<file path="src/logic/x86_flags_pkg.sv">
// Shared types and constants for the x86 flag pipeline.
// Every RTL file refers to these by scoped name.
`default_nettype none

package x86_flags_pkg;

    // Operand width; the top-level DATA_W parameter must match it.
    parameter int DATA_W = 32;

    // EFLAGS layout, low 18 bits only.
    typedef struct packed {
        logic [8:0] rsvd_hi;  // Bits 17..9, always zero.
        logic       of;
        logic       df;
        logic [1:0] rsvd_mid; // Bits 6..5, always zero.
        logic       sf;
        logic       zf;
        logic       af;
        logic       pf;
        logic       cf;
    } eflags_t;

    // of, df, sf, zf, af, pf and cf.
    localparam logic [17:0] FLAG_DEFINED_MASK = 18'h0019F;

    typedef enum logic [3:0] {
        op_nop   = 4'd0,
        op_add   = 4'd1,
        op_sub   = 4'd2,
        op_cmp   = 4'd3,
        op_and   = 4'd4,
        op_or    = 4'd5,
        op_xor   = 4'd6,
        op_stc   = 4'd7,
        op_clc   = 4'd8,
        op_cmc   = 4'd9,
        op_std   = 4'd10,
        op_cld   = 4'd11,
        op_loadf = 4'd12  // IRET or POPF flag load from operand a.
    } flag_op_e;

    typedef struct packed {
        flag_op_e          op;
        logic [DATA_W-1:0] a;
        logic [DATA_W-1:0] b;
        logic              retire;
    } uop_t;

    typedef struct packed {
        logic [DATA_W-1:0] data;
        eflags_t           flags;
        logic [17:0]       wmask;  // Flags this micro-op writes.
        logic              retire;
    } exec_t;

    // Debug port register offsets.
    localparam logic [3:0] REG_EFLAGS    = 4'h0;
    localparam logic [3:0] REG_COMMITTED = 4'h4;
    localparam logic [3:0] REG_RETIRED   = 4'h8;

endpackage

`default_nettype wire

</file>
<file path="src/logic/pipe_stage.sv">
// Single pipeline register with a valid bit and flush.
// The payload type is set per instance.
`timescale 1ns/1ps
`default_nettype none

module pipe_stage #(
    parameter type payload_t = logic
) (
    input  logic     clk,
    input  logic     rst_n,
    input  logic     flush,
    input  logic     in_valid,
    input  payload_t in_data,
    output logic     out_valid,
    output payload_t out_data
);

    logic     valid_q;
    payload_t data_q;

    always_ff @(posedge clk or negedge rst_n) begin
        if (!rst_n) begin
            valid_q <= 1'b0;
        end else if (flush) begin
            valid_q <= 1'b0;  // Kill whatever is in flight.
        end else begin
            valid_q <= in_valid;
        end
    end

    // Payload only moves with a valid entry.
    always_ff @(posedge clk) begin
        if (in_valid) begin
            data_q <= in_data;
        end
    end

    assign out_valid = valid_q;
    assign out_data  = data_q;

    // A valid entry never carries unknown bits downstream.
    a_no_x_payload: assert property (
        @(posedge clk) disable iff (!rst_n)
        out_valid |-> !$isunknown(out_data)
    ) else $error("pipe_stage: X payload while valid");

endmodule

`default_nettype wire

</file>
<file path="src/logic/flag_alu.sv">
// Execute stage: result, new status flags and flag write mask for one micro-op.
// Purely combinational; cur_flags is the bypassed next speculative value.
`timescale 1ns/1ps
`default_nettype none

module flag_alu #(
    parameter int DATA_W = x86_flags_pkg::DATA_W
) (
    input  x86_flags_pkg::uop_t    uop,
    input  x86_flags_pkg::eflags_t cur_flags,
    output x86_flags_pkg::exec_t   result
);

    localparam int MSB = DATA_W - 1;

    // Write masks per operation class.
    localparam logic [17:0] MASK_ARITH = 18'h0011F;  // of sf zf af pf cf.
    localparam logic [17:0] MASK_LOGIC = 18'h0011B;  // af is left alone.
    localparam logic [17:0] MASK_CF    = 18'h00001;
    localparam logic [17:0] MASK_DF    = 18'h00080;

    logic [DATA_W-1:0]      a;
    logic [DATA_W-1:0]      b;
    logic [DATA_W:0]        sum;
    logic [DATA_W:0]        diff;
    logic [DATA_W-1:0]      val;
    logic [17:0]            a_ext;
    x86_flags_pkg::eflags_t flags;
    logic [17:0]            wmask;

    assign a     = uop.a;
    assign b     = uop.b;
    assign sum   = {1'b0, a} + {1'b0, b};
    assign diff  = {1'b0, a} - {1'b0, b};  // Top bit is the borrow.
    assign a_ext = 18'(a);

    // Value the sf, zf and pf flags are taken from.
    always_comb begin
        case (uop.op)
            x86_flags_pkg::op_add: val = sum[MSB:0];
            x86_flags_pkg::op_sub,
            x86_flags_pkg::op_cmp: val = diff[MSB:0];
            x86_flags_pkg::op_and: val = a & b;
            x86_flags_pkg::op_or:  val = a | b;
            x86_flags_pkg::op_xor: val = a ^ b;
            default:               val = a;
        endcase
    end

    always_comb begin
        flags    = cur_flags;
        flags.sf = val[MSB];
        flags.zf = (val == '0);
        flags.pf = ~^val[7:0];  // Even parity of the low byte.
        wmask    = '0;
        case (uop.op)
            x86_flags_pkg::op_add: begin
                flags.cf = sum[DATA_W];
                flags.of = (a[MSB] == b[MSB]) && (sum[MSB] != a[MSB]);
                flags.af = a[4] ^ b[4] ^ sum[4];
                wmask    = MASK_ARITH;
            end
            x86_flags_pkg::op_sub,
            x86_flags_pkg::op_cmp: begin
                flags.cf = diff[DATA_W];
                flags.of = (a[MSB] != b[MSB]) && (diff[MSB] != a[MSB]);
                flags.af = a[4] ^ b[4] ^ diff[4];
                wmask    = MASK_ARITH;
            end
            x86_flags_pkg::op_and,
            x86_flags_pkg::op_or,
            x86_flags_pkg::op_xor: begin
                flags.cf = 1'b0;
                flags.of = 1'b0;
                wmask    = MASK_LOGIC;
            end
            x86_flags_pkg::op_stc: begin
                flags.cf = 1'b1;
                wmask    = MASK_CF;
            end
            x86_flags_pkg::op_clc: begin
                flags.cf = 1'b0;
                wmask    = MASK_CF;
            end
            x86_flags_pkg::op_cmc: begin
                flags.cf = ~cur_flags.cf;
                wmask    = MASK_CF;
            end
            x86_flags_pkg::op_std: begin
                flags.df = 1'b1;
                wmask    = MASK_DF;
            end
            x86_flags_pkg::op_cld: begin
                flags.df = 1'b0;
                wmask    = MASK_DF;
            end
            x86_flags_pkg::op_loadf: begin
                // Whole flag image comes from operand a, as on IRET.
                flags = x86_flags_pkg::eflags_t'(a_ext & x86_flags_pkg::FLAG_DEFINED_MASK);
                wmask = x86_flags_pkg::FLAG_DEFINED_MASK;
            end
            default: begin
                wmask = '0;  // op_nop writes nothing.
            end
        endcase
    end

    assign result.data   = (uop.op == x86_flags_pkg::op_cmp) ? a : val;
    assign result.flags  = x86_flags_pkg::eflags_t'(flags & x86_flags_pkg::FLAG_DEFINED_MASK);
    assign result.wmask  = wmask;
    assign result.retire = uop.retire;

endmodule

`default_nettype wire

</file>
<file path="src/logic/eflags_reg.sv">
// Speculative and committed EFLAGS copies.
// Merges writeback flags under the write mask, restores on resteer, takes debug writes.
`timescale 1ns/1ps
`default_nettype none

module eflags_reg (
    input  logic                   clk,
    input  logic                   rst_n,
    input  logic                   wb_valid,
    input  x86_flags_pkg::exec_t   wb,
    input  logic                   resteer,
    input  logic                   dbg_wr_en,
    input  x86_flags_pkg::eflags_t dbg_wr_data,
    output x86_flags_pkg::eflags_t cur_flags,
    output x86_flags_pkg::eflags_t committed,
    output x86_flags_pkg::eflags_t eflags_next,
    output logic                   retire_pulse
);

    localparam logic [17:0] DEF_MASK = x86_flags_pkg::FLAG_DEFINED_MASK;

    x86_flags_pkg::eflags_t spec_q;
    x86_flags_pkg::eflags_t comm_q;
    x86_flags_pkg::eflags_t merged;
    x86_flags_pkg::eflags_t spec_d;
    logic                   retire_en;

    // Only the flags named in the mask come from the writeback.
    assign merged = x86_flags_pkg::eflags_t'((spec_q & ~wb.wmask) | (wb.flags & wb.wmask));

    always_comb begin
        if (dbg_wr_en) begin
            spec_d = x86_flags_pkg::eflags_t'(dbg_wr_data & DEF_MASK);
        end else if (resteer) begin
            spec_d = comm_q;  // Writeback in this cycle is dropped.
        end else if (wb_valid) begin
            spec_d = merged;
        end else begin
            spec_d = spec_q;
        end
    end

    // A writeback squashed by resteer does not retire.
    assign retire_en = wb_valid && wb.retire && !resteer;

    always_ff @(posedge clk or negedge rst_n) begin
        if (!rst_n) begin
            spec_q <= '0;
            comm_q <= '0;
        end else begin
            spec_q <= spec_d;
            if (dbg_wr_en || retire_en) begin
                comm_q <= spec_d;
            end
        end
    end

    assign cur_flags    = spec_q;
    assign committed    = comm_q;
    assign eflags_next  = spec_d;
    assign retire_pulse = retire_en;

    a_rsvd_zero: assert property (
        @(posedge clk) disable iff (!rst_n)
        ((spec_q & ~DEF_MASK) == '0) && ((comm_q & ~DEF_MASK) == '0)
    ) else $error("eflags_reg: reserved flag bit set");

endmodule

`default_nettype wire

</file>
<file path="src/logic/flag_apb_port.sv">
// APB debug slave: flag readback, flag write and a retire counter.
// Zero wait states, so every access phase completes at once.
`timescale 1ns/1ps
`default_nettype none

module flag_apb_port (
    input  logic                   clk,
    input  logic                   rst_n,
    input  logic                   psel,
    input  logic                   penable,
    input  logic                   pwrite,
    input  logic [3:0]             paddr,
    input  logic [31:0]            pwdata,
    output logic [31:0]            prdata,
    output logic                   pready,
    output logic                   pslverr,
    input  x86_flags_pkg::eflags_t cur_flags,
    input  x86_flags_pkg::eflags_t committed,
    input  logic                   retire_pulse,
    output logic                   dbg_wr_en,
    output x86_flags_pkg::eflags_t dbg_wr_data
);

    logic        access;
    logic        addr_ok;
    logic [15:0] retired_q;

    assign access  = psel && penable;
    assign addr_ok = (paddr == x86_flags_pkg::REG_EFLAGS) ||
                     (paddr == x86_flags_pkg::REG_COMMITTED) ||
                     (paddr == x86_flags_pkg::REG_RETIRED);

    assign pready  = 1'b1;
    // The committed copy is read only.
    assign pslverr = access && (!addr_ok ||
                     (pwrite && paddr == x86_flags_pkg::REG_COMMITTED));

    assign dbg_wr_en   = access && pwrite && (paddr == x86_flags_pkg::REG_EFLAGS);
    assign dbg_wr_data = x86_flags_pkg::eflags_t'(pwdata[17:0] &
                                                  x86_flags_pkg::FLAG_DEFINED_MASK);

    always_comb begin
        prdata = '0;
        if (psel && !pwrite) begin
            case (paddr)
                x86_flags_pkg::REG_EFLAGS:    prdata = {14'd0, cur_flags};
                x86_flags_pkg::REG_COMMITTED: prdata = {14'd0, committed};
                x86_flags_pkg::REG_RETIRED:   prdata = {16'd0, retired_q};
                default:                      prdata = '0;
            endcase
        end
    end

    // Wrapping count of retired micro-ops.
    always_ff @(posedge clk or negedge rst_n) begin
        if (!rst_n) begin
            retired_q <= '0;
        end else if (access && pwrite && paddr == x86_flags_pkg::REG_RETIRED) begin
            retired_q <= '0;  // Any write clears.
        end else if (retire_pulse) begin
            retired_q <= retired_q + 16'd1;
        end
    end

    a_penable_in_psel: assert property (
        @(posedge clk) disable iff (!rst_n)
        penable |-> psel
    ) else $error("flag_apb_port: penable without psel");

endmodule

`default_nettype wire

</file>
<file path="src/logic/flag_pipe_top.sv">
// Flag pipeline top: issue register, execute, writeback register, EFLAGS and APB port.
// Results leave the writeback register; res_flags shows the value being latched.
`timescale 1ns/1ps
`default_nettype none

module flag_pipe_top #(
    parameter int DATA_W = x86_flags_pkg::DATA_W
) (
    input  logic                   clk,
    input  logic                   rst_n,
    input  logic                   in_valid,
    input  x86_flags_pkg::uop_t    in_uop,
    input  logic                   resteer,
    output logic                   res_valid,
    output logic [DATA_W-1:0]      res_data,
    output x86_flags_pkg::eflags_t res_flags,
    input  logic                   psel,
    input  logic                   penable,
    input  logic                   pwrite,
    input  logic [3:0]             paddr,
    input  logic [31:0]            pwdata,
    output logic [31:0]            prdata,
    output logic                   pready,
    output logic                   pslverr
);

    logic                   iss_valid;
    x86_flags_pkg::uop_t    iss_uop;
    x86_flags_pkg::exec_t   ex_res;
    logic                   wb_valid;
    x86_flags_pkg::exec_t   wb;
    x86_flags_pkg::eflags_t cur_flags;
    x86_flags_pkg::eflags_t committed;
    x86_flags_pkg::eflags_t eflags_next;
    logic                   retire_pulse;
    logic                   dbg_wr_en;
    x86_flags_pkg::eflags_t dbg_wr_data;

    pipe_stage #(.payload_t(x86_flags_pkg::uop_t)) i_issue (
        .clk(clk), .rst_n(rst_n), .flush(resteer),
        .in_valid(in_valid), .in_data(in_uop),
        .out_valid(iss_valid), .out_data(iss_uop)
    );

    // Execute sees the flags about to be latched by the older micro-op.
    flag_alu #(.DATA_W(DATA_W)) i_alu (
        .uop(iss_uop), .cur_flags(eflags_next), .result(ex_res)
    );

    pipe_stage #(.payload_t(x86_flags_pkg::exec_t)) i_wb (
        .clk(clk), .rst_n(rst_n), .flush(resteer),
        .in_valid(iss_valid), .in_data(ex_res),
        .out_valid(wb_valid), .out_data(wb)
    );

    eflags_reg i_eflags (
        .clk(clk), .rst_n(rst_n), .wb_valid(wb_valid), .wb(wb), .resteer(resteer),
        .dbg_wr_en(dbg_wr_en), .dbg_wr_data(dbg_wr_data), .cur_flags(cur_flags),
        .committed(committed), .eflags_next(eflags_next), .retire_pulse(retire_pulse)
    );

    flag_apb_port i_apb (
        .clk(clk), .rst_n(rst_n), .psel(psel), .penable(penable), .pwrite(pwrite),
        .paddr(paddr), .pwdata(pwdata), .prdata(prdata), .pready(pready),
        .pslverr(pslverr), .cur_flags(cur_flags), .committed(committed),
        .retire_pulse(retire_pulse), .dbg_wr_en(dbg_wr_en), .dbg_wr_data(dbg_wr_data)
    );

    assign res_valid = wb_valid;
    assign res_data  = wb.data;
    assign res_flags = eflags_next;

endmodule

`default_nettype wire

</file>
<file path="config.mk">
export PLATFORM = sky130hd
export DESIGN_NAME = flag_pipe_top
export DESIGN_NICKNAME = d
export VERILOG_FILES = /design/src/logic/x86_flags_pkg.sv /design/src/logic/pipe_stage.sv /design/src/logic/flag_alu.sv /design/src/logic/eflags_reg.sv /design/src/logic/flag_apb_port.sv /design/src/logic/flag_pipe_top.sv
export SDC_FILE = /design/constraint.sdc
export NUM_CORES = 1
export LEC_CHECK = 0
export ABC_AREA = 1
export BUFFER_PORTS_ARGS = -buffer_cell sky130_fd_sc_hd__buf_2
export CORE_UTILIZATION = 26
export DETAILED_ROUTE_END_ITERATION = 16
export PLACE_DENSITY = 0.5
export SLEW_MARGIN = 20
export SYNTH_ARGS = -nofsm -noshare
export SYNTH_HDL_FRONTEND = slang
export SYNTH_SLANG_ARGS = --single-unit
</file>
<file path="constraint.sdc">
create_clock -name clk -period 2.77 [get_ports clk]
set_input_delay 0.554 -clock clk [delete_from_list [all_inputs] [get_ports clk]]
set_output_delay 0.554 -clock clk [all_outputs]
set_load 0.005 [all_outputs]
</file>
* After elaboration in Yosys (flattened, before gate mapping)
Index checks and enable logic that the tools add are counted.
Cells by class: $add $sub $neg 3, equality and inequality tests 18, muxes and demuxes 18, bitwise logic cells 11, reductions and logical operators 28
Operator list (count):
- $pmux W32 S5 | 1
- $mux W18 | 4
- $pmux W18 S3 | 1
- $pmux W9 S5 | 1
- $add A32 B32 Y33 | 1
- $sub A32 B32 Y33 | 1
- $and A32 B32 Y32 | 1
- $logic_not A32 Y1 | 1
- $mux W16 | 2
- $mux W32 | 1
- $or A32 B32 Y32 | 1
- $xor A32 B32 Y32 | 1
- $eq A4 B4 Y1 const B | 6
- $eq A4 B3 Y1 const B | 5
- $and A18 B18 Y18 | 1
- $and A9 B18 Y18 | 1
- $not A18 Y18 | 1
- $or A18 B18 Y18 | 1
- $add A16 B1 Y16 const B | 1
- $logic_and A1 B1 Y1 | 11
- $reduce_or A3 Y1 | 3
- $eq A4 B2 Y1 const B | 2
- $reduce_xnor A8 Y1 | 1
- $pmux W1 S3 | 2
- other kinds (15) | 27
Storage, ports and cells: register bits after elaboration 181, bits of input ports 112, output and inout bits 85, word-level logic and storage cells 113

* Logic depth before layout (Yosys ltp)
Gate-level depths: netlist of the first run.
depth after elaboration 8, depth in mapped cells 23, gate-level depth less buffers 23

* Modules after synthesis
From an unflattened synthesis of the first run, not the netlist that was laid out.
Unflattened totals: cells, all modules 2152, area total of the unflattened synthesis 15189.6 um^2
Modules (own cells, without submodules):
- flag_alu | instances 1, cells an instance 1468, area an instance 7415.9 um^2, seq. area each 0.0 um^2
- pipe_stage | instances 2, cells an instance 72, area an instance 2107.0 um^2, seq. area each 2097.0 um^2
- eflags_reg | instances 1, cells an instance 248, area an instance 1844.3 um^2, seq. area each 900.9 um^2
- flag_apb_port | instances 1, cells an instance 292, area an instance 1715.4 um^2, seq. area each 400.4 um^2

* Worst setup path after synthesis of the first run
Ideal clock, no wire load.
path kind flip-flop to flip-flop, start register i_issue.data_q, in the netlist i_issue.out_data[33], end register i_wb.data_q, in the netlist i_wb.out_data[20], data pin, setup time 152 ps, arrival 2696 ps, data required time 2618 ps, path slack -78 ps, stages on the path, launching flop included 16, buffers on the path 0, period minus slack after synthesis 2848 ps, cell sequence edfxtp_1 > inv_1 > ha_1 > inv_1 > fa_1 > nand2_1 > nand2_1 > nand3_1 > nand2_1 > o21ai_0 > nand2_1 > a32o_1 > ha_1 > xor2_1 > or2_2 > a31oi_1
RTL lines:
- start, declared | line pipe_stage.sv:19 | payload_t data_q;
- start signal, assigned | line pipe_stage.sv:34 | data_q <= in_data;
- end signal, assigned | line pipe_stage.sv:34
- end, declared | line pipe_stage.sv:19

==> results.py, run 1 <==
metrics = {
    "routing": {
        "drt_wl_total_um": 57100,
        "ant_nets": 0,
        "vias": 14986,
        "first_pass_iters": 7,
        "avgViaCountPerCell": 4.63,
        "wire_per_inst_um": 17.6,
        "drtIter0Drc": 1040,
        "route.detailed.drc": 0,
    },
    "sta": {
        "fin_hold_ws_ns": 0.0997,
        "relSlewSlack_pct": 51.1,
        "finalSetupViolCount": 6,
        "hold_violations": 0,
        "skew_ns": 0.0204,
        "slew_violations": 0,
        "tightest_slew_ns": 0.730,
        "fin_crit_sh_pct": 115,
        "fin_crit_ns": 3.19,
        "fmax_mhz": 313,
        "rsz0062_at_grt": "yes",
        "fin_ws_ns": -0.424,
        "tns_ns": -0.881,
    },
    "finish": {
        "diodes": 0,
        "nFillCells": 5650,
        "drive_above_1_share_pct": 34.2,
        "seq_area_um2": 4750,
        "multi_input_area_um2": 8210,
        "layout.cells.non_filler": 3235,
        "final_nets": 2757,
        "final_cell_area_um2": 20000,
        "area_delta_synth_final_pct": 43.0,
    },
    "setup_path": {
        "slowest_delay_ns": 0.44,
        "cp-start-kind": "flip-flop",
        "cp_common_cell": "buf_4",
        "cp_max_fo": 3,
        "worstPathRequired_ns": 3.15,
        "crit_path_top_delay_cell": "edfxtp_1",
        "endpoint_kind": "flip-flop",
        "crit_chain": "inv_2, buf_4, buf_4, buf_4, buf_4, buf_4, buf_4, ha_1, nand2_1, o2111ai_1, o21ai_1, ha_2, nand3_2, nor2_4, nand2_2, nor2_1, nand3_1, nor2_2, nand3_1, nor2_1, nand3_1, nand2_1",
        "cp.arrival_ns": 3.57,
        "crit_type": "reg -> reg",
    },
    "place": {
        "io_buffers": 156,
        "gp_congestion": 0.973,
        "placed_area_um2": 18300,
        "placed_cells": 3184,
        "post-place-ws_ns": -0.602,
        "place_hpwl_um": 46500,
    },
    "die": {
        "dieArea_um2": 54600,
        "core_um2": 52800,
        "die-width_um": 234,
        "die_y_um": 234,
        "num_rows": 84,
        "initial_core_util_pct": 26.4,
        "io_pins": 197,
    },
    "synthesis": {
        "synth_seq_area_share_pct": 34.0,
        "async_flop_share_pct": 32.3,
        "dominantRegCellSynth": "edfxtp_1",
        "syn_inst": 2003,
        "syn-cell-area_um2": 14000,
        "synth.largest_area_cell": "edfxtp_1",
        "synth-seq-cells": 167,
        "yosys.area.top_type_share_pct": 24.3,
        "synth_edf_count": 113,
        "synth_area_per_cell_um2": 6.97,
        "synth.distinct_cells": 49,
        "ys.warnings.count": 0,
        "ys_top_cells_by_area": "edfxtp_1 24%, nand2_1 15%, ha_1 9.8%, dfrtp_1 9.7%, inv_1 9.0%",
    },
    "pwr": {
        "leakage_nw": 9.99,
        "power_density_nw_per_um2": 501,
        "vdd_drop_max_mv": 0.469,
    },
    "global_routing": {
        "grt_start_max_net_pins": 46,
        "grt_pass1_wl_um": 86100,
        "grt_use_total_pct": 21.2,
        "gr-total-overflow": 0,
        "grt_pass1_vias": 14881,
        "antenna_found_initial": 0,
    },
    "cts": {
        "htree_levels": 4,
        "cts_tree": "yes",
        "cts_sinks": 167,
        "cts.clk_slew.worst_paths_ns": 0.08,
        "clock_insertion_delay_worst_skew_ns": 0.50,
        "cts_buffer_depth": 2,
        "postCtsHoldBufs": 0,
        "numCtsBuffers": 17,
        "clockRootBuffer": "clkbuf_16",
    },
    "job": {
        "drv_cap": 0,
    },
    "min_path": {
        "min_path_type": "in -> async",
    },
    "outcome": {
        "violations": "negative setup slack",
        "status": "finished, violations left",
    },
}
placed cells by master, fill, tap and decap left out, drive strengths merged, types with 2 or more instances in the layout:
cell type	n
a221oi	21
nor3	21
o2111ai	3
nand4	27
a21oi	87
o221ai	16
and2	3
o311ai	3
edfxtp	113
nor2	177
nand2	572
nand3	165
a211oi	6
conb	15
inv	350
o21ai	113
clkbuf	18
nand3b	5
a31oi	5
nor3b	2
clkinv	9
ha	109
buf	606
fa	2
o22ai	13
xor2	3
o21bai	16
nor4	3
dfrtp	54
o211ai	6
cell type report:
class	instances	area share, %
multi-input cells	1397	41.2
flip-flops and latches	167	23.8
repair buffers	606	21.3
inverters	345	6.49
well taps	688	4.31
clock buffers	18	2.20
clock inverters	14	0.771
final timing paths:
| kind | endpoint | slack [ns] | startpoint | cells past startpoint |
|---|---|---|---|---|
| max in group asynchronous | i_issue.out_valid | 1.97 | rst_n | 2 |
| worst min-delay path | i_eflags.cur_flags[5] | 0.1 | rst_n | 1 |
| worst max-delay path | i_wb.out_data[22] | -0.42 | i_issue.out_data[33] | 22 |
| worst min register to register | i_wb.out_data[0] | 0.44 | i_issue.out_data[0] | 0 |
| worst max register to register | i_wb.out_data[22] | -0.42 | i_issue.out_data[33] | 22 |
| min in group clk | i_issue.out_data[53] | 0.23 | in_uop[53] | 1 |
worst max-delay path: cells and delay by family (launching register included):
family	cells	cell delay, ns
buffers and inverters	7	0.78
and+or+nand+nor	11	1.10
DFF	1	0.44
adders and majority gates	2	0.49
AOI/OAI and AO/OA	2	0.25
synthesized netlist by cell type (21+ instances only):
master and instances:
nand4_1 27, edfxtp_1 113, nand3_1 163, dfrtp_1 54, o21ai_0 110, ha_1 109, a21oi_1 87, inv_1 335
nor2_1 166, buf_4 51, nand2_1 566, clkbuf_1 23, a221oi_1 21, buf_2 27
timing repair:
action                                  CTS  global route
endpoints found under the setup margin   22            32
gates resized for setup                  97           165
buffers inserted                         10             9
pin swaps                                24            38
state kept, by name, indices dropped and copies added (netlist names):
signal              flops
i_issue.out_data       69
i_issue.out_valid       1
i_apb.retired_q        16
i_wb.out_data          44
i_wb.out_valid          1
i_eflags.cur_flags     18
i_eflags.committed     18
kinds of logic after synthesis:
| family | Yosys count | share of synthesized area, % |
|---|---|---|
| flip-flops | 167 | 34.0 |
| AO/OA/AOI/OAI | 292 | 12.4 |
| buffers and inverters | 452 | 13.8 |
| other | 2 | 0.0538 |
| XOR/XNOR | 3 | 0.188 |
| adder cells (fa/ha/maj) | 111 | 10.1 |
| AND/OR/NAND/NOR | 976 | 29.4 |
metrics by stage:
stage	total power, mW	util [%]
after floorplan	5.17	-
after global placement	7.14	34.7
after detailed placement	7.17	34.7
after CTS	9.86	36.6
after global routing	10.6	37.8
final	9.99	37.8
where the power goes:
part / switching, mW / leakage (nW) / internal, mW
Sequential: 0.175 / 1.75 / 3.04
Combinational: 2.44 / 7.95 / 1.89
Clock: 1.23 / 0.293 / 1.23
layer usage:
| metal | wire length [um] | vias to the layer above | part of all wire, % | track usage, % |
|---|---|---|---|---|
| met4 | 1090 | 0 | 1.9 | 5.38 |
| met5 | 0 | - | 0 | 0 |
| met1 | 25800 | 7074 | 45 | 27.3 |
| met2 | 27900 | 364 | 49 | 36.8 |
| li1 | - | 7493 | - | - |
| met3 | 2340 | 55 | 4.1 | 3.09 |
Power figures use the tool's default switching activity.
==> run 2: changes to the inputs <==
CORE_MARGIN = 2   (was unset)
CORE_UTILIZATION = 54   (was 26)
PLACE_DENSITY = 0.85   (was 0.5)
==> results.py, run 2 (synthesized netlist as in run 1, its figures left out) <==
metrics = {
    "setup_path": {
        "crit_path_top_delay_cell": "o21ai_0",
        "slowest_delay_ns": 0.80,
        "cp.arrival_ns": 4.04,
        "endpoint_kind": "flip-flop",
        "crit_type": "reg -> reg",
        "cp_max_fo": 7,
        "worstPathRequired_ns": 3.11,
        "cp-start-kind": "flip-flop",
        "crit_chain": "inv_2, nand2_2, nor2_4, nor2_2, nand2_2, buf_4, o21ai_0, ha_2, nand3_2, nor2_2, nand2_1, nor2_1, nand3_1, nor2_2, nand3_1, nor2_1, nand3_1, nand2_1",
    },
    "pwr": {
        "leakage_nw": 9.92,
        "power_density_nw_per_um2": 531,
        "vdd_drop_max_mv": 0.434,
        "p_total_mw": 10.3,
    },
    "outcome": {
        "status": "finished, violations left",
        "violations": "negative setup slack",
    },
    "min_path": {
        "min_path_type": "in -> async",
    },
    "sta": {
        "relSlewSlack_pct": 30.9,
        "rsz0062_at_grt": "yes",
        "fmax_mhz": 270,
        "tightest_slew_ns": 1.03,
        "hold_violations": 0,
        "slew_violations": 0,
        "fin_crit_ns": 3.70,
        "fin_ws_ns": -0.932,
        "skew_ns": 0.0162,
        "finalSetupViolCount": 4,
        "fin_crit_sh_pct": 134,
    },
    "die": {
        "die_y_um": 165,
        "initial_core_util_pct": 55.2,
        "die-width_um": 165,
        "dieArea_um2": 27100,
        "core_um2": 25300,
        "io_pins": 197,
        "num_rows": 58,
    },
    "cts": {
        "clockRootBuffer": "clkbuf_16",
        "cts_tree": "yes",
        "clock_insertion_delay_worst_skew_ns": 0.46,
        "cts.clk_slew.worst_paths_ns": 0.09,
        "postCtsHoldBufs": 0,
        "cts_sinks": 167,
        "numCtsBuffers": 17,
        "htree_levels": 4,
        "cts_buffer_depth": 2,
    },
    "finish": {
        "final_cell_area_um2": 19400,
        "drive_above_1_share_pct": 32.8,
        "area_delta_synth_final_pct": 38.9,
        "diodes": 0,
        "fin_util_pct": 76.7,
        "final_nets": 2716,
        "largest_reg_flops": 69,
        "final_cell_mix": "521 x nand2_1, 381 x buf_4, 320 x inv_1",
        "mostFrequentLayoutCell": "nand2_1",
    },
    "global_routing": {
        "antenna_found_initial": 1,
        "top_usage_layer": "met2",
        "grt_pass1_wl_um": 79500,
        "use_met2_pct": 64.6,
        "grt_use_met1_pct": 47.1,
        "grt_pass1_vias": 15566,
        "use_met3_pct": 7.66,
        "grt_use_total_pct": 38.7,
        "grt_start_max_net_pins": 47,
        "gr-total-overflow": 0,
    },
    "place": {
        "gp_congestion": 1.07,
        "io_buffers": 156,
        "place_hpwl_um": 41100,
        "placed_area_um2": 17400,
    },
    "routing": {
        "wire_per_inst_um": 19.3,
        "vias": 16133,
        "avgViaCountPerCell": 5.69,
        "first_pass_iters": 9,
        "route.detailed.drc": 0,
        "ant_nets": 0,
        "drt_wl_total_um": 54800,
        "drtIter0Drc": 2037,
    },
    "job": {
        "drv_cap": 0,
    },
}
run 2: final cells by class:
type,instances,area [um^2]
clock inverters,15,211
multi-input cells,1397,8320
inverters,345,1290
fillers,1822,5880
clock buffers,17,425
repair buffers,565,3970
flip-flops and latches,167,4750
well taps,330,413
run 2: final timing paths:
path	startpoint	endpoint	slack [ns]	cells after the start
min	rst_n	i_eflags.cur_flags[2]	0.1	1
max reg2reg	i_issue.out_data[68]	i_wb.out_data[22]	-0.93	18
max	i_issue.out_data[68]	i_wb.out_data[22]	-0.93	18
max in group asynchronous	rst_n	i_eflags.cur_flags[16]	2.09	2
min in group clk	in_uop[60]	i_issue.out_data[60]	0.26	1
min reg2reg	i_issue.out_data[0]	i_wb.out_data[0]	0.43	0
run 2: metrics by stage:
stage | hold slack, ns | setup TNS [ns] | instances | setup slack (ns)
after floorplan | 0.258 | 0 | 2016 | 0.00492
after global placement | 0.403 | -0.951 | 2770 | -0.433
after detailed placement | 0.405 | -1.21 | 2770 | -0.509
after CTS | 0.102 | -0.875 | 2827 | -0.304
after global routing | 0.139 | -2.70 | 2836 | -1.02
final | 0.0953 | -2.21 | 2836 | -0.932
run 2: metal layers:
layer  part of all wire [%]  vias to the layer above  wire length (um)
li1                       -                     7421                 -
met3                     10                      259              5510
met4                    6.0                        2              3280
met1                     38                     7381             20700
met5                  0.024                        -                13
met2                     46                     1070             25300
run 2: repair_timing:
action | CTS | global route
pin swaps | 26 | 49
cloned | 0 | 0
buffers inserted | 25 | 19
endpoints found under the setup margin | 11 | 26
gates resized for setup | 72 | 221
run 2: power by group:
part	internal, mW	total, mW	switching, mW
Combinational	1.90	4.42	2.52
Sequential	3.04	3.24	0.200
Clock	1.27	2.63	1.36
Total	6.20	10.3	4.08
run 2: critical path: cells and delay by family, from the launching register on:
kind	cells	cell delay [ns]
AOI/OAI and AO/OA	1	0.80
DFF	1	0.47
and+or+nand+nor	14	1.63
adders and majority gates	1	0.40
buffers and inverters	2	0.30
